`config.mk`:
```
export PLATFORM = sky130hd
export DESIGN_NAME = axi_slave_if
export DESIGN_NICKNAME = d
export VERILOG_FILES = /design/src/logic/axi_slv_pkg.sv /design/src/logic/sync_fifo.sv /design/src/logic/axi_wr_path.sv /design/src/logic/axi_rd_path.sv /design/src/logic/rx_vc_buffers.sv /design/src/logic/axi_slave_if.sv
export VERILOG_INCLUDE_DIRS = /design/src /design/src/logic
export SDC_FILE = /design/constraint.sdc
export NUM_CORES = 1
export LEC_CHECK = 0
export BUFFER_PORTS_ARGS = -buffer_cell sky130_fd_sc_hd__clkbuf_2
export CAP_MARGIN = 20
export CORE_UTILIZATION = 59
export CTS_BUF_LIST = sky130_fd_sc_hd__clkbuf_4 sky130_fd_sc_hd__clkbuf_8
export DETAILED_ROUTE_END_ITERATION = 6
export GPL_ROUTABILITY_DRIVEN = 0
export HOLD_SLACK_MARGIN = 0.02
export PLACE_DENSITY = 0.84
export SLEW_MARGIN = 15
export SYNTH_ARGS = -nofsm -noshare
export SYNTH_HDL_FRONTEND = slang
export SYNTH_SLANG_ARGS = --single-unit
```
`constraint.sdc`:
```
create_clock -name clk_axi -period 4.25 [get_ports clk_axi]
set_clock_uncertainty 0.05 [all_clocks]
set_input_delay 0.85 -clock clk_axi [delete_from_list [all_inputs] [get_ports clk_axi]]
set_output_delay 0.85 -clock clk_axi [all_outputs]
set_load 0.05 [all_outputs]
```
`src/logic/axi_slv_defs.svh`:
```
// ********************
// widths, queue and buffer depths and memory map
// addresses of the AXI slave port
// ********************
`ifndef AXI_SLV_DEFS_SVH
`define AXI_SLV_DEFS_SVH

// ********************
// bus widths
// ********************
`define AXI_ADDR_WIDTH    32
`define AXI_DATA_WIDTH    32
`define AXI_ALEN_WIDTH    8

// outstanding request queues
`define AXI_MAX_OUTSTD_WR 2
`define AXI_MAX_OUTSTD_RD 2

// virtual channels and receive depth per channel
`define N_VIRT_CHN        2
`define RX_BUFF_SLOTS     4

// ********************
// memory map
// ********************
// channel n buffer sits at base + n * stride
`define WR_BUFF_BASE      'h1000
`define RD_BUFF_BASE      'h2000
`define VC_BUFF_STRIDE    8

`endif

```
`src/logic/axi_slv_pkg.sv`:
```
// ********************
// shared types of the AXI slave port
// and the memory map decode function
// ********************
`include "axi_slv_defs.svh"

package axi_slv_pkg;

  typedef logic [$clog2(`N_VIRT_CHN)-1:0] vc_id_t;
  typedef logic [`AXI_DATA_WIDTH-1:0]     flit_data_t;

  typedef enum logic [1:0] {FIXED = 2'd0, INCR = 2'd1, WRAP = 2'd2} axi_burst_t;
  typedef enum logic [1:0] {OKAY = 2'd0, SLVERR = 2'd2} axi_resp_t;
  typedef enum logic [1:0] {NONE, NOC_WR_FIFOS, NOC_RD_FIFOS} mm_region_t;

  // decoded region plus channel
  typedef struct packed {
    mm_region_t region;
    vc_id_t     vc;
  } mm_dec_t;

  // outstanding request queue entry
  typedef struct packed {
    logic [15:0]                addr;
    logic [`AXI_ALEN_WIDTH-1:0] len;
    logic [1:0]                 size;
    logic                       error;
  } ot_req_t;

  // exact match against each channel buffer address
  // anything else falls to NONE on channel 0
  function automatic mm_dec_t decode_mm_addr(logic [15:0] addr);
    mm_dec_t dec;
    dec.region = NONE;
    dec.vc     = '0;
    for (int i = 0; i < `N_VIRT_CHN; i++) begin
      if (addr == 16'(`WR_BUFF_BASE + `VC_BUFF_STRIDE * i)) begin
        dec.region = NOC_WR_FIFOS;
        dec.vc     = vc_id_t'(i);
      end else if (addr == 16'(`RD_BUFF_BASE + `VC_BUFF_STRIDE * i)) begin
        dec.region = NOC_RD_FIFOS;
        dec.vc     = vc_id_t'(i);
      end
    end
    return dec;
  endfunction

endpackage

```
`src/logic/sync_fifo.sv`:
```
// ********************
// first-word-fall-through FIFO
// with a type parameter for the payload
// ********************
module sync_fifo import axi_slv_pkg::*; #(
  parameter int  SLOTS = 4,
  parameter type T     = flit_data_t
) (
  input  logic clk_axi,
  input  logic arst_axi,
  input  logic write_i,
  input  logic read_i,
  input  T     data_i,
  output T     data_o,
  output logic full_o,
  output logic empty_o
);
  localparam int PTR_W = (SLOTS > 1) ? $clog2(SLOTS) : 1;
  localparam int CNT_W = $clog2(SLOTS + 1);

  T                 mem [SLOTS];
  logic [PTR_W-1:0] wr_ptr;
  logic [PTR_W-1:0] rd_ptr;
  logic [CNT_W-1:0] count;
  logic [CNT_W-1:0] next_count;
  logic             do_write;
  logic             do_read;

  // writes when full and reads when empty are dropped
  assign do_write   = write_i && !full_o;
  assign do_read    = read_i && !empty_o;
  assign next_count = count + CNT_W'(do_write) - CNT_W'(do_read);

  // head always visible
  assign data_o = mem[rd_ptr];

  always_ff @(posedge clk_axi) begin
    if (do_write) begin
      mem[wr_ptr] <= data_i;
    end
  end

  // pointers wrap at SLOTS, flags come from the next count
  always_ff @(posedge clk_axi or posedge arst_axi) begin
    if (arst_axi) begin
      wr_ptr  <= '0;
      rd_ptr  <= '0;
      count   <= '0;
      full_o  <= 1'b0;
      empty_o <= 1'b1;
    end else begin
      if (do_write) begin
        wr_ptr <= (wr_ptr == PTR_W'(SLOTS - 1)) ? '0 : wr_ptr + 1'b1;
      end
      if (do_read) begin
        rd_ptr <= (rd_ptr == PTR_W'(SLOTS - 1)) ? '0 : rd_ptr + 1'b1;
      end
      count   <= next_count;
      full_o  <= (next_count == CNT_W'(SLOTS));
      empty_o <= (next_count == '0);
    end
  end

endmodule

```
`src/logic/axi_wr_path.sv`:
```
// ********************
// write path: AW queue, W beats forwarded
// to the packet generator, B response
// ********************
`include "axi_slv_defs.svh"

module axi_wr_path import axi_slv_pkg::*; (
  input  logic                       clk_axi,
  input  logic                       arst_axi,
  // AW
  input  logic                       awvalid_i,
  output logic                       awready_o,
  input  logic [`AXI_ADDR_WIDTH-1:0] awaddr_i,
  input  logic [`AXI_ALEN_WIDTH-1:0] awlen_i,
  input  logic [2:0]                 awsize_i,
  input  axi_burst_t                 awburst_i,
  // W
  input  logic                       wvalid_i,
  output logic                       wready_o,
  input  flit_data_t                 wdata_i,
  input  logic                       wlast_i,
  // B
  output logic                       bvalid_o,
  input  logic                       bready_i,
  output axi_resp_t                  bresp_o,
  // flits out to the packet generator
  output logic                       pkt_valid_o,
  output vc_id_t                     pkt_vc_o,
  output logic                       pkt_new_o,
  output logic                       pkt_last_o,
  output logic [`AXI_ALEN_WIDTH:0]   pkt_sz_o,
  output flit_data_t                 pkt_data_o,
  input  logic                       pkt_ready_i
);
  ot_req_t   ot_in;
  ot_req_t   ot_head;
  logic      ot_full;
  logic      ot_empty;
  logic      ot_push;
  logic      ot_pop;
  mm_dec_t   head_dec;
  logic      fwd_flit;
  logic      w_hs;
  logic      head_flit_q;
  logic      bvalid_q;
  axi_resp_t bresp_q;

  // ********************
  // AW request queue
  // ********************
  assign awready_o = !ot_full;
  assign ot_push   = awvalid_i && awready_o;

  // only INCR bursts are served, the rest are flagged
  always_comb begin
    ot_in.addr  = awaddr_i[15:0];
    ot_in.len   = awlen_i;
    ot_in.size  = awsize_i[1:0];
    ot_in.error = (awburst_i != INCR);
  end

  sync_fifo #(
    .SLOTS (`AXI_MAX_OUTSTD_WR),
    .T     (ot_req_t)
  ) u_aw_queue (
    .clk_axi  (clk_axi),
    .arst_axi (arst_axi),
    .write_i  (ot_push),
    .read_i   (ot_pop),
    .data_i   (ot_in),
    .data_o   (ot_head),
    .full_o   (ot_full),
    .empty_o  (ot_empty)
  );

  // ********************
  // W beats
  // ********************
  assign head_dec = decode_mm_addr(ot_head.addr);
  assign fwd_flit = !ot_empty && !ot_head.error && (head_dec.region == NOC_WR_FIFOS);

  // no beats while B is pending, flits also wait for the packet generator
  assign wready_o = !ot_empty && !bvalid_q && (fwd_flit ? pkt_ready_i : 1'b1);
  assign w_hs     = wvalid_i && wready_o;
  // queue pops on the last beat whatever the region
  assign ot_pop   = w_hs && wlast_i;

  // beats of other regions or flagged bursts are swallowed here
  assign pkt_valid_o = fwd_flit && !bvalid_q && wvalid_i;
  assign pkt_vc_o    = head_dec.vc;
  assign pkt_new_o   = head_flit_q;
  assign pkt_last_o  = wlast_i;
  assign pkt_sz_o    = (`AXI_ALEN_WIDTH+1)'(ot_head.len) + 1'b1;
  assign pkt_data_o  = wdata_i;

  // ********************
  // B response
  // ********************
  assign bvalid_o = bvalid_q;
  assign bresp_o  = bresp_q;

  always_ff @(posedge clk_axi) begin
    if (ot_pop) begin
      bresp_q <= ot_head.error ? SLVERR : OKAY;
    end
  end

  // head flag re-arms after each last beat
  always_ff @(posedge clk_axi or posedge arst_axi) begin
    if (arst_axi) begin
      head_flit_q <= 1'b1;
      bvalid_q    <= 1'b0;
    end else begin
      if (w_hs) begin
        head_flit_q <= wlast_i;
      end
      if (bvalid_q && bready_i) begin
        bvalid_q <= 1'b0;
      end else if (ot_pop) begin
        bvalid_q <= 1'b1;
      end
    end
  end

endmodule

```
`src/logic/axi_rd_path.sv`:
```
// ********************
// read path: AR queue, beat counting,
// R beats and single-beat error responses
// ********************
`include "axi_slv_defs.svh"

module axi_rd_path import axi_slv_pkg::*; (
  input  logic                       clk_axi,
  input  logic                       arst_axi,
  // AR
  input  logic                       arvalid_i,
  output logic                       arready_o,
  input  logic [`AXI_ADDR_WIDTH-1:0] araddr_i,
  input  logic [`AXI_ALEN_WIDTH-1:0] arlen_i,
  input  logic [2:0]                 arsize_i,
  input  axi_burst_t                 arburst_i,
  // R
  output logic                       rvalid_o,
  input  logic                       rready_i,
  output flit_data_t                 rdata_o,
  output axi_resp_t                  rresp_o,
  output logic                       rlast_o,
  // receive buffer port
  output vc_id_t                     rd_vc_o,
  output logic                       rd_pop_o,
  input  flit_data_t                 rd_data_i,
  input  logic                       rd_empty_i
);
  ot_req_t                    ot_in;
  ot_req_t                    ot_head;
  logic                       ot_full;
  logic                       ot_empty;
  logic                       ot_push;
  logic                       ot_pop;
  mm_dec_t                    head_dec;
  logic                       err_start;
  logic                       r_hs;
  logic                       txn_q;
  logic                       lock_q;
  logic [`AXI_ALEN_WIDTH-1:0] beat_q;

  // ********************
  // AR request queue
  // ********************
  assign arready_o = !ot_full;
  assign ot_push   = arvalid_i && arready_o;

  always_comb begin
    ot_in.addr  = araddr_i[15:0];
    ot_in.len   = arlen_i;
    ot_in.size  = arsize_i[1:0];
    ot_in.error = (arburst_i != INCR);
  end

  sync_fifo #(
    .SLOTS (`AXI_MAX_OUTSTD_RD),
    .T     (ot_req_t)
  ) u_ar_queue (
    .clk_axi  (clk_axi),
    .arst_axi (arst_axi),
    .write_i  (ot_push),
    .read_i   (ot_pop),
    .data_i   (ot_in),
    .data_o   (ot_head),
    .full_o   (ot_full),
    .empty_o  (ot_empty)
  );

  // ********************
  // R beats
  // ********************
  assign head_dec = decode_mm_addr(ot_head.addr);
  assign rd_vc_o  = head_dec.vc;

  // flagged burst, wrong region or nothing to read yet
  assign err_start = ot_head.error || (head_dec.region != NOC_RD_FIFOS) || rd_empty_i;

  always_comb begin
    rvalid_o = 1'b0;
    rlast_o  = 1'b0;
    rdata_o  = '0;
    rresp_o  = OKAY;
    if (txn_q) begin
      if (lock_q) begin
        // one beat, zero data
        rvalid_o = 1'b1;
        rlast_o  = 1'b1;
        rresp_o  = SLVERR;
      end else begin
        // buffer running dry mid-burst stalls rvalid
        rvalid_o = !rd_empty_i;
        rlast_o  = !rd_empty_i && (beat_q == ot_head.len);
        rdata_o  = rd_empty_i ? '0 : rd_data_i;
      end
    end
  end

  assign r_hs     = rvalid_o && rready_i;
  assign rd_pop_o = r_hs && !lock_q;
  assign ot_pop   = r_hs && rlast_o;

  // start one cycle after the head shows, lock latched at start
  always_ff @(posedge clk_axi or posedge arst_axi) begin
    if (arst_axi) begin
      txn_q  <= 1'b0;
      lock_q <= 1'b0;
      beat_q <= '0;
    end else if (!txn_q) begin
      if (!ot_empty) begin
        txn_q  <= 1'b1;
        lock_q <= err_start;
        beat_q <= '0;
      end
    end else if (r_hs) begin
      beat_q <= beat_q + 1'b1;
      if (rlast_o) begin
        txn_q <= 1'b0;
      end
    end
  end

endmodule

```
`src/logic/rx_vc_buffers.sv`:
```
// ********************
// per-channel receive FIFOs, fed by the
// packet generator, read by the read path
// ********************
`include "axi_slv_defs.svh"

module rx_vc_buffers import axi_slv_pkg::*; (
  input  logic       clk_axi,
  input  logic       arst_axi,
  // inbound flits
  input  logic       rx_valid_i,
  input  vc_id_t     rx_vc_i,
  input  flit_data_t rx_data_i,
  output logic       rx_ready_o,
  // selected read port
  input  vc_id_t     rd_vc_i,
  input  logic       rd_pop_i,
  output flit_data_t rd_data_o,
  output logic       rd_empty_o
);
  logic [`N_VIRT_CHN-1:0] vc_full;
  logic [`N_VIRT_CHN-1:0] vc_empty;
  logic [`N_VIRT_CHN-1:0] vc_push;
  logic [`N_VIRT_CHN-1:0] vc_pop;
  flit_data_t             vc_head [`N_VIRT_CHN];

  // backpressure follows the addressed channel only
  assign rx_ready_o = !vc_full[rx_vc_i];

  // head and flag of the channel the read path points at
  assign rd_data_o  = vc_head[rd_vc_i];
  assign rd_empty_o = vc_empty[rd_vc_i];

  // ********************
  // one FIFO per channel
  // ********************
  for (genvar i = 0; i < `N_VIRT_CHN; i++) begin : g_vc
    // steer by channel id
    assign vc_push[i] = rx_valid_i && (rx_vc_i == vc_id_t'(i)) && !vc_full[i];
    assign vc_pop[i]  = rd_pop_i && (rd_vc_i == vc_id_t'(i));

    sync_fifo #(
      .SLOTS (`RX_BUFF_SLOTS),
      .T     (flit_data_t)
    ) u_vc_fifo (
      .clk_axi  (clk_axi),
      .arst_axi (arst_axi),
      .write_i  (vc_push[i]),
      .read_i   (vc_pop[i]),
      .data_i   (rx_data_i),
      .data_o   (vc_head[i]),
      .full_o   (vc_full[i]),
      .empty_o  (vc_empty[i])
    );
  end

endmodule

```
`src/logic/axi_slave_if.sv`:
```
// ********************
// AXI slave port top: write path, read path
// and receive buffers
// ********************
`include "axi_slv_defs.svh"

module axi_slave_if import axi_slv_pkg::*; (
  input  logic                       clk_axi,
  input  logic                       arst_axi,
  // AW
  input  logic                       awvalid_i,
  output logic                       awready_o,
  input  logic [`AXI_ADDR_WIDTH-1:0] awaddr_i,
  input  logic [`AXI_ALEN_WIDTH-1:0] awlen_i,
  input  logic [2:0]                 awsize_i,
  input  axi_burst_t                 awburst_i,
  // W
  input  logic                       wvalid_i,
  output logic                       wready_o,
  input  flit_data_t                 wdata_i,
  input  logic                       wlast_i,
  // B
  output logic                       bvalid_o,
  input  logic                       bready_i,
  output axi_resp_t                  bresp_o,
  // AR
  input  logic                       arvalid_i,
  output logic                       arready_o,
  input  logic [`AXI_ADDR_WIDTH-1:0] araddr_i,
  input  logic [`AXI_ALEN_WIDTH-1:0] arlen_i,
  input  logic [2:0]                 arsize_i,
  input  axi_burst_t                 arburst_i,
  // R
  output logic                       rvalid_o,
  input  logic                       rready_i,
  output flit_data_t                 rdata_o,
  output axi_resp_t                  rresp_o,
  output logic                       rlast_o,
  // packet generator, outbound
  output logic                       pkt_valid_o,
  output vc_id_t                     pkt_vc_o,
  output logic                       pkt_new_o,
  output logic                       pkt_last_o,
  output logic [`AXI_ALEN_WIDTH:0]   pkt_sz_o,
  output flit_data_t                 pkt_data_o,
  input  logic                       pkt_ready_i,
  // packet generator, inbound
  input  logic                       rx_valid_i,
  input  vc_id_t                     rx_vc_i,
  input  flit_data_t                 rx_data_i,
  output logic                       rx_ready_o
);
  // read path to receive buffers
  vc_id_t     rd_vc;
  logic       rd_pop;
  flit_data_t rd_data;
  logic       rd_empty;

  axi_wr_path u_wr_path (
    .clk_axi     (clk_axi),
    .arst_axi    (arst_axi),
    .awvalid_i   (awvalid_i),
    .awready_o   (awready_o),
    .awaddr_i    (awaddr_i),
    .awlen_i     (awlen_i),
    .awsize_i    (awsize_i),
    .awburst_i   (awburst_i),
    .wvalid_i    (wvalid_i),
    .wready_o    (wready_o),
    .wdata_i     (wdata_i),
    .wlast_i     (wlast_i),
    .bvalid_o    (bvalid_o),
    .bready_i    (bready_i),
    .bresp_o     (bresp_o),
    .pkt_valid_o (pkt_valid_o),
    .pkt_vc_o    (pkt_vc_o),
    .pkt_new_o   (pkt_new_o),
    .pkt_last_o  (pkt_last_o),
    .pkt_sz_o    (pkt_sz_o),
    .pkt_data_o  (pkt_data_o),
    .pkt_ready_i (pkt_ready_i)
  );

  axi_rd_path u_rd_path (
    .clk_axi    (clk_axi),
    .arst_axi   (arst_axi),
    .arvalid_i  (arvalid_i),
    .arready_o  (arready_o),
    .araddr_i   (araddr_i),
    .arlen_i    (arlen_i),
    .arsize_i   (arsize_i),
    .arburst_i  (arburst_i),
    .rvalid_o   (rvalid_o),
    .rready_i   (rready_i),
    .rdata_o    (rdata_o),
    .rresp_o    (rresp_o),
    .rlast_o    (rlast_o),
    .rd_vc_o    (rd_vc),
    .rd_pop_o   (rd_pop),
    .rd_data_i  (rd_data),
    .rd_empty_i (rd_empty)
  );

  rx_vc_buffers u_rx_buffers (
    .clk_axi    (clk_axi),
    .arst_axi   (arst_axi),
    .rx_valid_i (rx_valid_i),
    .rx_vc_i    (rx_vc_i),
    .rx_data_i  (rx_data_i),
    .rx_ready_o (rx_ready_o),
    .rd_vc_i    (rd_vc),
    .rd_pop_i   (rd_pop),
    .rd_data_o  (rd_data),
    .rd_empty_o (rd_empty)
  );

endmodule

```
* Yosys cells after proc, flatten, opt, wreduce, memory -nomap -nowiden
Memory sizes are Yosys's and may differ from the RTL's.
Cells that the tools add are included.
** Storage, ports and cells
- Flip-flop bits (word level) :: 44
- RAM bits :: 364
- Input bits :: 165
- Output and inout bits :: 88
- Word-level logic and storage cells :: 181
- Memories :: 4
** Operators by class
- Add/subtract/negate cells :: 18
- $lt $le $gt $ge :: 3
- Equality and inequality tests :: 23
- Muxes and demuxes :: 51
- Bitwise operators :: 5
- Reductions and logical operators :: 51
** Memories
- u_rx_buffers.g_vc[0].u_vc_fifo.mem :: words 4, width 32, rd ports 1, clocked after Yosys merged registers in 0, write ports 1, line sync_fifo.sv:21 : T mem [SLOTS];
- u_rx_buffers.g_vc[1].u_vc_fifo.mem :: words 4, width 32, rd ports 1, clocked after Yosys merged registers in 0, write ports 1, line sync_fifo.sv:21
- u_rd_path.u_ar_queue.mem :: words 2, width 27, rd ports 1, clocked after Yosys merged registers in 0, write ports 1, line sync_fifo.sv:21
- u_wr_path.u_aw_queue.mem :: words 2, width 27, rd ports 1, clocked after Yosys merged registers in 0, write ports 1, line sync_fifo.sv:21
** Operators by type and width (count)
- $mux 32 :: 6
- $eq 16x13->1 const B :: 4
- $eq 16x14->1 const B :: 4
- $logic_and 1x1->1 :: 29
- $mux 1 :: 27
- $mux 3 :: 8
- $mux 8 :: 3
- $mux 2 :: 7
- $logic_not 1->1 :: 13
- $eq 2x2->1 const B :: 6
- $add 8x1->9 const B :: 1
- $add 2x1->2 const B :: 4
- $add 8x1->8 const B :: 1
- $eq 8x8->1 :: 1
- $ne 2x1->1 const B :: 4
- $add 3x1->3 :: 2
- $eq 3x3->1 const B :: 2
- $logic_not 3->1 :: 2
- $sub 3x1->3 :: 2
- $add 1x1->1 const B :: 4
- $add 2x1->2 :: 2
- $logic_not 2->1 :: 2
- $lt 1x2->1 const B :: 2
- $not 1->1 :: 4
- 8 further kinds :: 11

* Longest topological paths before layout
Gate-level depths: netlist (run 1).
An unclocked memory read counts as a cell.
- Word-level depth :: 17
- Depth in mapped cells :: 14
- Gate-level depth less buffers :: 12

* By module
From an unflattened synthesis (run 1), not the netlist that was laid out.
** Second synthesis, totals
- Cells, all modules :: 866
- Area total of the unflattened synthesis :: 16971.3 sq um
** Modules (own cells, without submodules)
- sync_fifo (u_rx_buffers.g_vc[0].u_vc_fifo ...) :: instances 2, cells an instance 207, area each 5156.2 sq um
- sync_fifo (u_rd_path.u_ar_queue ...) :: instances 2, cells an instance 106, area each 2258.4 sq um
- axi_rd_path :: instances 1, cells an instance 120, area each 934.6 sq um
- axi_wr_path :: instances 1, cells an instance 78, area each 625.6 sq um
- rx_vc_buffers :: instances 1, cells an instance 42, area each 581.8 sq um

* Least setup slack after synthesis (run 1)
No wires, ideal clock.
- Kind :: flip-flop to output port
- Start point :: register u_wr_path.u_aw_queue.rd_ptr
- End point :: output port pkt_sz_o[6]
- Arrival :: 2891 ps
- Path slack :: 459 ps
- Cell stages (with the launch flop) :: 8
- Buffers on the path :: 1
- Cell sequence :: dfrtp_1 -> clkbuf_1 -> mux2i_1 -> inv_1 -> ha_1 -> nand2_1 -> nor2_1 -> xnor2_1
** Between the ends
- Cells in the longest elaborated chain, start to end :: 2
** RTL lines
- start: declaration :: line sync_fifo.sv:23 : logic [PTR_W-1:0] rd_ptr;
- start signal: assignment :: line sync_fifo.sv:56 : rd_ptr <= (rd_ptr == PTR_W'(SLOTS - 1)) ? '0 : rd_ptr + 1'b1;
- $mem_v2 2x27
- $add 8x1->9 :: line axi_wr_path.sv:93 : assign pkt_sz_o = (`AXI_ALEN_WIDTH+1)'(ot_head.len) + 1'b1;
- end: declaration :: line axi_slave_if.sv:44 : output logic [`AXI_ALEN_WIDTH:0] pkt_sz_o,
Every way passes these cells.

* Worst setup path in the final report (run 1)
- Start point :: register u_rd_path.u_ar_queue.rd_ptr
- End point :: output port rdata_o[15]
** Between the ends
- Cells in the longest elaborated chain, start to end :: 12
** RTL lines
- start: declaration :: line sync_fifo.sv:23
- start signal: assignment :: line sync_fifo.sv:56
- $mem_v2 2x27 (*)
- $eq 16x13->1 :: line axi_slv_pkg.sv:37 : if (addr == 16'(`WR_BUFF_BASE + `VC_BUFF_STRIDE * i)) begin
- $mux 3 :: line axi_slv_pkg.sv:37
- $mux 3 :: line axi_slv_pkg.sv:40 : end else if (addr == 16'(`RD_BUFF_BASE + `VC_BUFF_STRIDE * i)) begin
- $mux 3 (*) :: line axi_slv_pkg.sv:37
- $not 1->2 (not written as such) :: line rx_vc_buffers.sv:31 : assign rd_data_o = vc_head[rd_vc_i];
- $mux 32 (not written as such) (3 in series) :: line rx_vc_buffers.sv:31
- $mux 32 (*) :: line axi_rd_path.sv:93 : rdata_o = rd_empty_i ? '0 : rd_data_i;
- $mux 32 (*) :: line axi_rd_path.sv:84 : if (lock_q) begin
- $mux 32 (*) :: line axi_rd_path.sv:83 : if (txn_q) begin
- end: declaration :: line axi_slave_if.sv:36 : output flit_data_t rdata_o,
Every way passes the cells marked *; elsewhere a longest branch is shown, timed or not. The select of a mux whose other input is x is not followed.

==> results of run 1 <==
report_power, final:
part           switching, mW  leakage, nW  internal, mW  total (mW)
Combinational           1.33         2.14         0.910        2.24
Clock                   1.35        0.588          1.54        2.89
Sequential             0.353         3.77          4.94        5.29
Total                   3.03         6.49          7.38        10.4
how the worst max path moves through the flow:
stage	end	startpoint	slack [ps]	depth (start not counted)
after floorplan	pkt_sz_o[6]	u_wr_path.u_aw_queue.rd_ptr	460	7
after global placement	rdata_o[30]	u_rd_path.u_ar_queue.rd_ptr	710	8
after detailed placement	rdata_o[30]	u_rd_path.u_ar_queue.rd_ptr	680	8
after CTS	rdata_o[28]	u_rd_path.u_ar_queue.rd_ptr	20	8
after global routing	rdata_o[25]	u_rd_path.u_ar_queue.mem[1][19]	-20	9
final	rdata_o[15]	u_rd_path.u_ar_queue.rd_ptr	200	9
flip-flops by register name, summed over array words and instances, names as in the netlist, 2 cells and up:
register,flops
u_wr_path.u_aw_queue.count,2
u_rd_path.beat_q,8
u_rd_path.u_ar_queue.count,2
u_rd_path.u_ar_queue.mem,50
u_rx_buffers.g_vc.u_vc_fifo.wr_ptr,4
u_rx_buffers.g_vc.u_vc_fifo.empty_o,2
u_rx_buffers.g_vc.u_vc_fifo.rd_ptr,4
u_rx_buffers.g_vc.u_vc_fifo.count,6
u_rx_buffers.g_vc.u_vc_fifo.mem,256
u_wr_path.u_aw_queue.mem,50
u_rx_buffers.g_vc.u_vc_fifo.full_o,2
through the flow:
| stage | utilization | hold WS, ps |
|---|---|---|
| after detailed placement | 0.660 | 424 |
| final | 0.705 | 307 |
| after global placement | 0.660 | 421 |
| after global routing | 0.705 | 327 |
| after CTS | 0.703 | 304 |
| after floorplan | - | 405 |
routing by layer:
layer  part of all wire  routed length, um
met1               0.38              11700
met2               0.52              16000
met3              0.066               2010
met4              0.024                739
met5            0.00053                 16
final cells by class:
class | instances | area (um^2) | share of cell area
clock inverters | 27 | 148 | 0.00797
inverters | 26 | 97.6 | 0.00527
repair buffers | 175 | 1460 | 0.0789
clock buffers | 79 | 968 | 0.0523
flip-flops and latches | 399 | 11800 | 0.636
well taps | 335 | 419 | 0.0226
multi-input cells | 359 | 3650 | 0.197
layout by cell type (no fill, tap or decap), types with 6 or more instances in the layout:
cell type / synthesis / final
nor2_1: 48 / 41
and2_2: 0 / 7
xor2_1: 13 / 13
dfrtp_1: 37 / 34
edfxtp_1: 357 / 357
xnor2_1: 16 / 16
nor3_1: 7 / 7
clkbuf_4: 0 / 19
clkinv_2: 0 / 6
a21oi_1: 8 / 8
mux2i_1: 53 / 53
nand3_1: 8 / 8
clkbuf_2: 0 / 117
buf_4: 39 / 22
mux4_2: 64 / 64
inv_1: 26 / 25
clkinv_1: 0 / 18
o21ai_0: 6 / 6
nor2_2: 0 / 7
nor4_1: 11 / 11
buf_12: 0 / 34
nor2b_1: 9 / 9
clkbuf_8: 0 / 60
nand2_1: 27 / 27
ha_1: 20 / 20
what timing repair did:
action                                 4_1_cts  5_1_grt
setup endpoints to repair                    0       33
resized for setup                            0        6
endpoints found under the hold margin        0        0
buffers inserted                             0        4
synthesized netlist by cell type, drive strengths merged, types with 2 or more instances:
cell / instances
edfxtp: 357
mux4: 64
mux2i: 53
buf: 50
nor2: 48
dfrtp: 37
nand2: 27
inv: 26
ha: 20
xnor2: 16
clkbuf: 15
xor2: 13
nor4: 12
and2: 10
nor2b: 9
a21oi: 8
nand3: 8
nor3: 7
o21ai: 7
mux2: 6
dfstp: 5
nor3b: 5
nor4b: 4
a32oi: 3
and3: 3
nand4: 3
o211ai: 3
o31ai: 3
a22oi: 2
a32o: 2
fa: 2
nand2b: 2
o21a: 2
or3: 2
critical path: stages (launching register included):
cell and delay (ps):
dfrtp_2 450, nor4b_1 310, nand2_1 180, a221oi_4 300, buf_4 180, mux2i_1 230
nand3_1 120, buf_4 310, nor2_1 310, buf_12 180
cells by family (layout without fill, tap and decap cells):
family          after synthesis  after routing  synth area share
other cells                   1              2          0.000236
simple gates                145            145            0.0467
compound gates               38             38            0.0175
buf+inv                      91            307            0.0322
fa+ha+maj                    22             22            0.0183
flops                       399            399             0.741
mux                         123            123             0.128
xor+xnor                     29             29            0.0160
==> run summary, run 1 <==
Fin area: 18500 um^2
Pins Over Slew Limit: 0
Max_cap viols: 0
N_diodes: 0
Mapped Area: 15900 um^2
Avg Cell Area, Syn: 18.7 um^2
Hold_buf cts: 0
Synth Flop Type: edfxtp_1
Synth area leader: edfxtp_1
Cts bufs inserted: 58
Top cells by area, synth: edfxtp_1, mux4_2, dfrtp_1
Critical Path AT: 3150 ps
Reg2Reg Depth: 14
Minimum clock period: 4050 ps
Synthesis-to-layout area growth: 16.5%
Final Non-Filler Cells: 1400
Final period utilization: 0.952
DRT iter0 DRCs: 576
Antenna violations before repair: 1
Vias: 8070
GRT met2 Usage: 0.400
Total Power: 10.4 mW
IO Count: 253
Initial core utilization: 0.605
Fraction of registers with async set or reset after synthesis: 0.105
Post-DP HPWL: 18300 um
DRC: 29
Setup WS post-layout: 203 ps
Fin. Hold Viols: 0
Largest net degree at the start of global routing: 43
Post-synthesis sequential area ratio: 0.741
CTS Sinks: 399
Clk Tree Root Cell: clkbuf_8
FF+latch count, synth: 399
Worst slew margin: 0.307
Detailed Route WL: 30500 um
Core ar.: 26300 um^2
Drt wl/cell: 21.8 um
Hold Crit Class: in2async
Row cnt: 59
R2R Path Start: u_rd_path.u_ar_queue.rd_ptr
GRT Max-Usage Layer: met2
Layout Nets: 1206
First-pass GRT wire length: 46800 um
Vias in the first global route: 8622
Die Wd: 166 um
Worst-skew pair later-pin latency: 590 ps
Post-detailed-route via-to-cell ratio: 5.76
Global route total overflow: 0
DR pass1 iterations: 7
Die Ht: 166 um
Yosys warning count: 0
Peak Freq: 247 MHz
Final ANT Viol Nets: 0
Clock Tree Buf Depth: 3
Met1 Usage GRT: 0.280
I/O Buffers: 148
Crit path kind: reg2out
Placed Area: 17300 um^2
H-Tree Depth: 2
Pwr Density: 562 nW/um^2
Final setup fails: 0
Post-synth EDFFs: 357
Cells after Synth: 848
CTS tree: yes
GR Util met3: 0.0458
Die area: 27600 um^2
Status: finished, violations left
GRT Util Overall: 0.228
Worst-path clk slew: 70 ps
Inst Count DP: 1289
Netlist cell types: 55
VDD IR max: 0.297 mV
Post-synth top area share: 0.674
Failing checks: DRC
Internal reg-to-reg setup slack: 700 ps
WP data required: 3350 ps
Static Leak: 6.49 nW
Critical Path Fanout Max: 32
# fillers: 1616
Pre-CTS setup slack: 678 ps
Share of cells above drive strength 1: 0.337
Reg2reg end: u_rx_buffers.g_vc[1].u_vc_fifo.full_o
Crit start category: register
Worst Tran Pin Value: 1040 ps
Total negative setup slack: 0 ps
Setup crit end kind: primary output
No activity file was read; power rests on OpenSTA's default activity.
==> run 2, diff against run 1 <==
Settings changed: PLACE_DENSITY 0.84 to 0.83, SYNTH_HIERARCHICAL from default to 1.
==> run 2 against run 1 <==
- the flow finishes with violations (setup timing)
- final cell count is 4.5% higher
- non-clock buffer count rose by 15
- die area up 4.9%
- sequential share of layout area down 3.7 points
- total power grew 21%
- fmax down 7.0%
- core utilization grew 0.31 points
- synthesized area grew 5.0%
- design area increased by 6.2%
- critical endpoint is now rdata_o[19]
==> run summary, run 2 <==
Status: finished, violations left
Failing checks: setup timing
Clk Tree Root Cell: clkbuf_8
P_int: 8.69 mW (+18%)
Vias in the first global route: 8573 (-0.57%)
Psw: 3.92 mW (+29%)
Die Ht: 170 um (+2.4%)
Commonest non-fill, non-tap cell in the layout: edfxtp_1
Clock share of power: 0.241 (-0.036)
Sequential share of power: 0.415 (-0.093)
CTS tree: yes
Die Wd: 170 um (+2.4%)
Static Leak: 7.14 nW (+10%)
DRC: 0 (-100%)
Critical Path AT: 3450 ps (+300 ps)
Largest regs: u_rx_buffers/g_vc.u_vc_fifo/mem: 256 flops, u_rd_path/u_ar_queue/mem: 50 flops, u_wr_path/u_aw_queue/mem: 50 flops
IO Count: 253 (unchanged)
Crit-path most repeated cell: buf_12
Sw Share: 0.311 (+0.0199)
Logic pwr share: 0.345 (+0.130)
Pins Over Slew Limit: 0 (unchanged)
Post-DP HPWL: 18100 um (-1.2%)
Critical path's largest stage delay: 410 ps (-40 ps)
Worst-path clk slew: 60 ps (about the same)
Crit path kind: reg2out
Worst slew margin: 0.299 (-0.00808)
Largest net degree at the start of global routing: 35 (-19%)
Row cnt: 61 (+3.4%)
Worst Path Buf+Inv: 5 (+2)
Vias: 8141 (+0.88%)
Setup crit end kind: primary output
Final core utilization: 0.708 (+0.00307)
Global route total overflow: 0 (unchanged)
Most frequent cells in the layout: edfxtp_1, clkbuf_2, clkbuf_8
Post-detailed-route via-to-cell ratio: 5.56 (-3.5%)
Worst Tran Pin Value: 1050 ps (+12.1 ps)
Die area: 29000 um^2 (+4.9%)
Max_cap viols: 0 (unchanged)
CTS Sinks: 399 (unchanged)
Cells after Synth: 854 (+0.71%)
Crit start category: register
Synthesis-to-layout area growth: 17.9%
Largest register FFs: 256 (unchanged)
GRT Util Overall: 0.222 (-0.00519)
Final period utilization: 1.02 (+0.0719)
Initial core utilization: 0.601 (-0.00427)
Final setup fails: 28 (+28)
Peak Freq: 230 MHz (-7.0%)
N_diodes: 0 (unchanged)
Cts bufs inserted: 60 (+3.4%)
# fillers: 1731 (+7.1%)
DR pass1 iterations: 4 (-3)
Final ANT Viol Nets: 0 (unchanged)
Layout Nets: 1223 (+1.4%)
I/O Buffers: 148 (unchanged)
Critical Path Fanout Max: 8 (-75%)
Avg Cell Area, Syn: 19.5 um^2 (+4.2%)
Pwr Density: 641 nW/um^2 (+14%)
R2R Path Start: u_rd_path/u_ar_queue/rd_ptr
Crit path from: u_rd_path/u_ar_queue/rd_ptr
Unrepaired setup endpoints after global routing: true
Pre-CTS setup slack: -44.6 ps (-723 ps)
First-pass GRT wire length: 47200 um (+0.77%)
Clock Tree Buf Depth: 3 (unchanged)
H-Tree Depth: 2 (unchanged)
Antenna violations before repair: 0 (-1)
Fin. Hold Viols: 0 (unchanged)
CP max stage cell: dfrtp_1
Minimum clock period: 4350 ps (+306 ps)
Setup WS post-layout: -103 ps (-306 ps)
Largest delay share family, worst path: simple AND/OR/NAND/NOR gates
Drt wl/cell: 21.3 um (-2.0%)
Crit-path cells: buf_6 -> mux2_4 -> nor4_4 -> nand4_1 -> nor2_4 -> mux2_4 -> nand2b_4 -> nor2_4 -> buf_12 -> buf_12 -> buf_16 -> and2_4 -> buf_12
VDD IR max: 0.453 mV (+53%)
Largest Register: u_rx_buffers/g_vc.u_vc_fifo/mem
Core ar.: 27800 um^2 (+5.7%)
Mapped Area: 16700 um^2 (+5.0%)
Hold_buf cts: 0 (unchanged)
Hold Crit Class: in2async
DRT iter0 DRCs: 499 (-13%)
Syn_nets: 1039
WP data required: 3350 ps (about the same)
Share of cells above drive strength 1: 0.473 (+0.136)
Worst-skew pair later-pin latency: 580 ps (about the same)
Yosys warning count: 6 (+6)
Detailed Route WL: 31200 um (+2.4%)
[run 2: cell types whose count changed in the layout (fill, tap and decap cells not counted), sizes merged, moves of 5 or more]
cell    previous run  this run
o21ai              7         1
nand2             27        13
and2              10        45
nor4              12         7
buf               58        70
mux2i             53         3
nand2b             2         7
nor2              48        17
mux2               6        92
[run 2: worst paths after layout]
| kind | end | slack, ps | depth (start not counted) |
|---|---|---|---|
| max | rdata_o[19] | -100 | 13 |
| min | u_wr_path/bvalid_o | 140 | 2 |
| max reg2reg | u_rx_buffers/g_vc[1].u_vc_fifo/full_o | 30 | 19 |
| min reg2reg | u_rd_path/u_ar_queue/wr_ptr | 450 | 1 |
| max in group asynchronous | u_rd_path/beat_q[0] | 3580 | 2 |
| min in group clk_axi | u_wr_path/u_aw_queue/mem[0][23] | 410 | 1 |
[run 2: layout make-up]
cell class	count	area (um^2)	area share
Sequential cell	399	11800	0.599
Inverter	24	90.1	0.00458
Tap cell	378	473	0.0240
Multi-Input combinational cell	363	4430	0.225
Clock inverter	32	224	0.0114
Timing Repair Buffer	190	1710	0.0870
Clock buffer	77	960	0.0488
[run 2: worst reg2reg max path, cell delays in order (launching register included)]
cell,delay (ps)
dfrtp_1,410
buf_6,150
mux2_4,310
nor4_4,310
nand4_1,230
nor2_4,190
mux2_4,320
nand2b_4,160
nor2_4,130
buf_4,150
and2_1,140
and2_1,140
nor2b_4,150
ha_1,230
inv_1,60
ha_1,140
inv_1,50
fa_1,390
xor3_1,240
nor3b_2,170
[run 2: metal layers]
layer  global-route usage  vias up  wire (um)
met4               0.0701        0        583
met2                0.390      281      16400
met5                    0        -          0
li1                     -     3670          -
met3               0.0479       59       2080
met1                0.276     4131      12200
[run 2: metrics by stage]
step / TNS [ps] / total power, mW / hold slack (ps) / instance area, um^2 / instances
4_1_cts: -3670 / 12.6 / 85.5 / 19600 / 1463
6_report: -1840 / 12.6 / 138 / 19700 / 1463
3_5_place_dp: -56.5 / 9.03 / 442 / 17800 / 1341
5_1_grt: -6930 / 13.2 / 110 / 19700 / 1463
2_1_floorplan: 0 / 8.09 / 405 / 16700 / 854
3_3_place_gp: 0 / 8.90 / 437 / 17800 / 1341
[run 2: timing repair]
| item | 4_1_cts | 5_1_grt |
|---|---|---|
| cloned | 3 | 0 |
| pin swaps | 28 | 9 |
| setup buffers | 10 | 1 |
| endpoints found under the setup margin | 37 | 43 |
| resized for setup | 88 | 31 |
[run 2: power groups by stage]
| stage | Sequential [mW] | Clock, mW | Combinational, mW |
|---|---|---|---|
| after detailed placement | 5.30 | 0 | 3.72 |
| after global routing | 5.29 | 3.27 | 4.59 |
| after floorplan | 5.18 | 0 | 2.91 |
| after CTS | 5.23 | 3.11 | 4.28 |
| after global placement | 5.26 | 0 | 3.64 |
| final | 5.23 | 3.03 | 4.35 |
==> run 3, diff against run 2 <==
Settings changed: ABC_AREA from default to 1, CORE_UTILIZATION 59 to 60, PLACE_DENSITY 0.83 to 0.84.
==> run 3 against run 2 <==
- the flow still finishes with violations (setup timing)
- critical path depth grew 5
- worst hold slack lost 43 ps
- core utilization grew 2.4 points
- flip-flop and latch count is the same
- clock power grew 3%
- via count grew 41%
- total power shrank 3.4%
- fmax shrank 5.4%
- worst setup slack lost 250 ps
- design area grew 7.6%
==> run summary, run 3 <==
Commonest non-fill, non-tap cell in the layout: edfxtp_1
Setup crit end kind: primary output
Yosys warning count: 6 (unchanged)
Clk Tree Root Cell: clkbuf_8
Total number of cells along the worst setup path: 18 (+5)
Worst-case hold slack: 94.2 ps (-43.3 ps)
Worst-path clk slew: 60 ps (about the same)
Die Wd: 174 um (+2.3%)
CP max stage cell: dfrtp_2
Area of the multi-input gates: 4820 um^2 (+8.8%)
Reg2Reg Depth: 30 (+11)
Die area: 30300 um^2 (+4.6%)
Clock share of power: 0.255 (+0.014)
CTS tree: yes
Crit-path cells: buf_12 -> mux2_4 -> nor2_4 -> nand2_2 -> nor4_4 -> buf_4 -> nand4_1 -> a21oi_4 -> inv_8 -> nand2_4 -> nand2_4 -> inv_2 -> nand2_4 -> buf_6 -> or2_4 -> buf_16 -> nor2_4 -> buf_12
Cells after Synth: 1518 (+78%)
WP data required: 3350 ps (about the same)
Die Ht: 174 um (+2.3%)
Crit start category: register
# fillers: 1726 (-0.29%)
Post-DP HPWL: 20400 um (+13%)
Minimum clock period: 4600 ps (+247 ps)
Detailed Route WL: 36700 um (+18%)
Largest regs: u_rx_buffers/g_vc.u_vc_fifo/mem: 256 flops, u_rd_path/u_ar_queue/mem: 50 flops, u_wr_path/u_aw_queue/mem: 50 flops
Largest net degree at the start of global routing: 132 (+280%)
Psw: 4.14 mW (+5.5%)
Largest register FFs: 256 (unchanged)
Syn_nets: 1703 (+64%)
Pins Over Slew Limit: 0 (unchanged)
Hold_buf cts: 0 (unchanged)
Core ar.: 28900 um^2 (+4.2%)
Worst-skew pair later-pin latency: 620 ps (+40 ps)
Sequential share of power: 0.437 (+0.022)
Hold Crit Class: in2async
Crit path kind: reg2out
Vias: 11500 (+41%)
Register Area: 11800 um^2 (about the same)
Antenna violations before repair: 2 (+2)
Setup WS post-layout: -350 ps (-247 ps)
Initial core utilization: 0.614 (+0.0133)
Final ANT Viol Nets: 0 (unchanged)
Avg Cell Area, Syn: 11.7 um^2 (-40%)
GRT Util Overall: 0.240 (+0.0181)
Total Power: 12.2 mW (-3.4%)
Cts bufs inserted: 60 (unchanged)
Final setup fails: 39 (+39%)
Sw Share: 0.340 (+0.0286)
IO Count: 253 (unchanged)
Share of cells above drive strength 1: 0.280 (-0.193)
Layout Nets: 1882 (+54%)
Critical path's largest stage delay: 440 ps (+30 ps)
Failing checks: setup timing
I/O Buffers: 148 (unchanged)
Status: finished, violations left
Mapped Area: 17800 um^2 (+6.5%)
Largest Register: u_rx_buffers/g_vc.u_vc_fifo/mem
DRT iter0 DRCs: 1100 (+120%)
Critical Path AT: 3700 ps (+250 ps)
Peak Freq: 217 MHz (-5.4%)
Fin. Hold Viols: 0 (unchanged)
Final period utilization: 1.08 (+0.0581)
R2R Path Start: u_rd_path/u_ar_queue/rd_ptr
Reg2reg end: u_rx_buffers/g_vc[0].u_vc_fifo/full_o
VDD IR max: 0.589 mV (+30%)
Worst slew margin: 0.293 (-0.00620)
Crit-path most repeated cell: nand2_4
Worst Path Buf+Inv: 7 (+2)
DRC: 0 (unchanged)
Global route total overflow: 0 (unchanged)
Internal reg-to-reg setup slack: -200 ps (-230 ps)
CTS Sinks: 399 (unchanged)
Unrepaired setup endpoints after global routing: true
Largest delay share family, worst path: simple AND/OR/NAND/NOR gates
DR pass1 iterations: 6 (+2)
Pwr Density: 576 nW/um^2 (-10%)
H-Tree Depth: 2 (unchanged)
Logic pwr share: 0.308 (-0.037)
First-pass GRT wire length: 56500 um (+20%)
Drt wl/cell: 17.2 um (-19%)
Critical Path Fanout Max: 8 (unchanged)
Clock Tree Buf Depth: 3 (unchanged)
Static Leak: 8.75 nW (+23%)
Pre-CTS setup slack: -105 ps (-60.5 ps)
P_int: 8.05 mW (-7.4%)
Worst Tran Pin Value: 1060 ps (+9.30 ps)
Row cnt: 62 (+1.6%)
Synthesis-to-layout area growth: 19.1%
Vias in the first global route: 11200 (+31%)
Max_cap viols: 0 (unchanged)
Post-detailed-route via-to-cell ratio: 5.39 (-3.2%)
Most frequent cells in the layout: edfxtp_1, nand2_1, inv_1
==> run 3: cell count changes in the layout (fill, tap and decap cells not counted), moves of 18 or more <==
cell      previous run  this run
a21oi_1              4        73
and2_4              32         0
inv_1               24       237
mux2_2              55        15
mux4_2              56         0
nand2_1             13       314
nand2_2              0        18
nor2_1              15        36
nor2_4               2        46
o211ai_1             1        64
o21ai_0              1        70
==> run 3: timing repair <==
action,4_1_cts,5_1_grt
pin swaps,8,31
setup buffers,22,9
cloned,4,0
endpoints found under the setup margin,38,46
resized for setup,81,92
==> run 3: worst max-delay path by stage <==
stage          slack, ps                         from                                      to
2_1_floorplan         70  u_rd_path/u_ar_queue/rd_ptr  u_rx_buffers/g_vc[0].u_vc_fifo/empty_o
3_3_place_gp          30  u_rd_path/u_ar_queue/rd_ptr   u_rx_buffers/g_vc[0].u_vc_fifo/full_o
3_5_place_dp        -110  u_rd_path/u_ar_queue/rd_ptr  u_rx_buffers/g_vc[0].u_vc_fifo/empty_o
4_1_cts             -310  u_rd_path/u_ar_queue/rd_ptr                              rdata_o[1]
5_1_grt             -510  u_rd_path/u_ar_queue/rd_ptr                              rdata_o[2]
6_report            -350  u_rd_path/u_ar_queue/rd_ptr                              rdata_o[2]
==> run 3: metrics by stage <==
stage                      util  setup TNS, ps  cells  instance area, um^2
after global routing      0.731         -18360   2134                21200
final                     0.731         -11470   2135                21200
after global placement    0.656              0   1985                19000
after CTS                 0.717          -9300   2124                20700
after detailed placement  0.656           -301   1985                19000
after floorplan               -              0   1518                17800
==> run 3: power groups by stage <==
stage | logic (mW) | registers (mW) | clock network (mW)
finish | 3.75 | 5.32 | 3.11
floorplan | 2.71 | 5.19 | 0
global placement | 2.94 | 5.43 | 0
global route | 4.09 | 5.39 | 3.33
detailed placement | 3.08 | 5.48 | 0
CTS | 3.34 | 5.42 | 3.16
==> run 3: area by class of cell <==
| type | instances | area share |
|---|---|---|
| sequential | 399 | 0.557 |
| multi-input combinational | 773 | 0.228 |
| timing repair buffer | 212 | 0.0899 |
| clock buffer | 82 | 0.0477 |
| inverter | 251 | 0.0449 |
| tap | 384 | 0.0227 |
| clock inverter | 32 | 0.00999 |
| antenna | 2 | 0.000236 |
==> run 3: layer usage <==
| layer | wire [um] | vias to the layer above | track usage |
|---|---|---|---|
| met3 | 2990 | 132 | 0.0416 |
| met4 | 1530 | 0 | 0.114 |
| li1 | - | 5388 | - |
| met2 | 18500 | 559 | 0.420 |
| met5 | 0 | - | 0 |
| met1 | 13700 | 5427 | 0.290 |
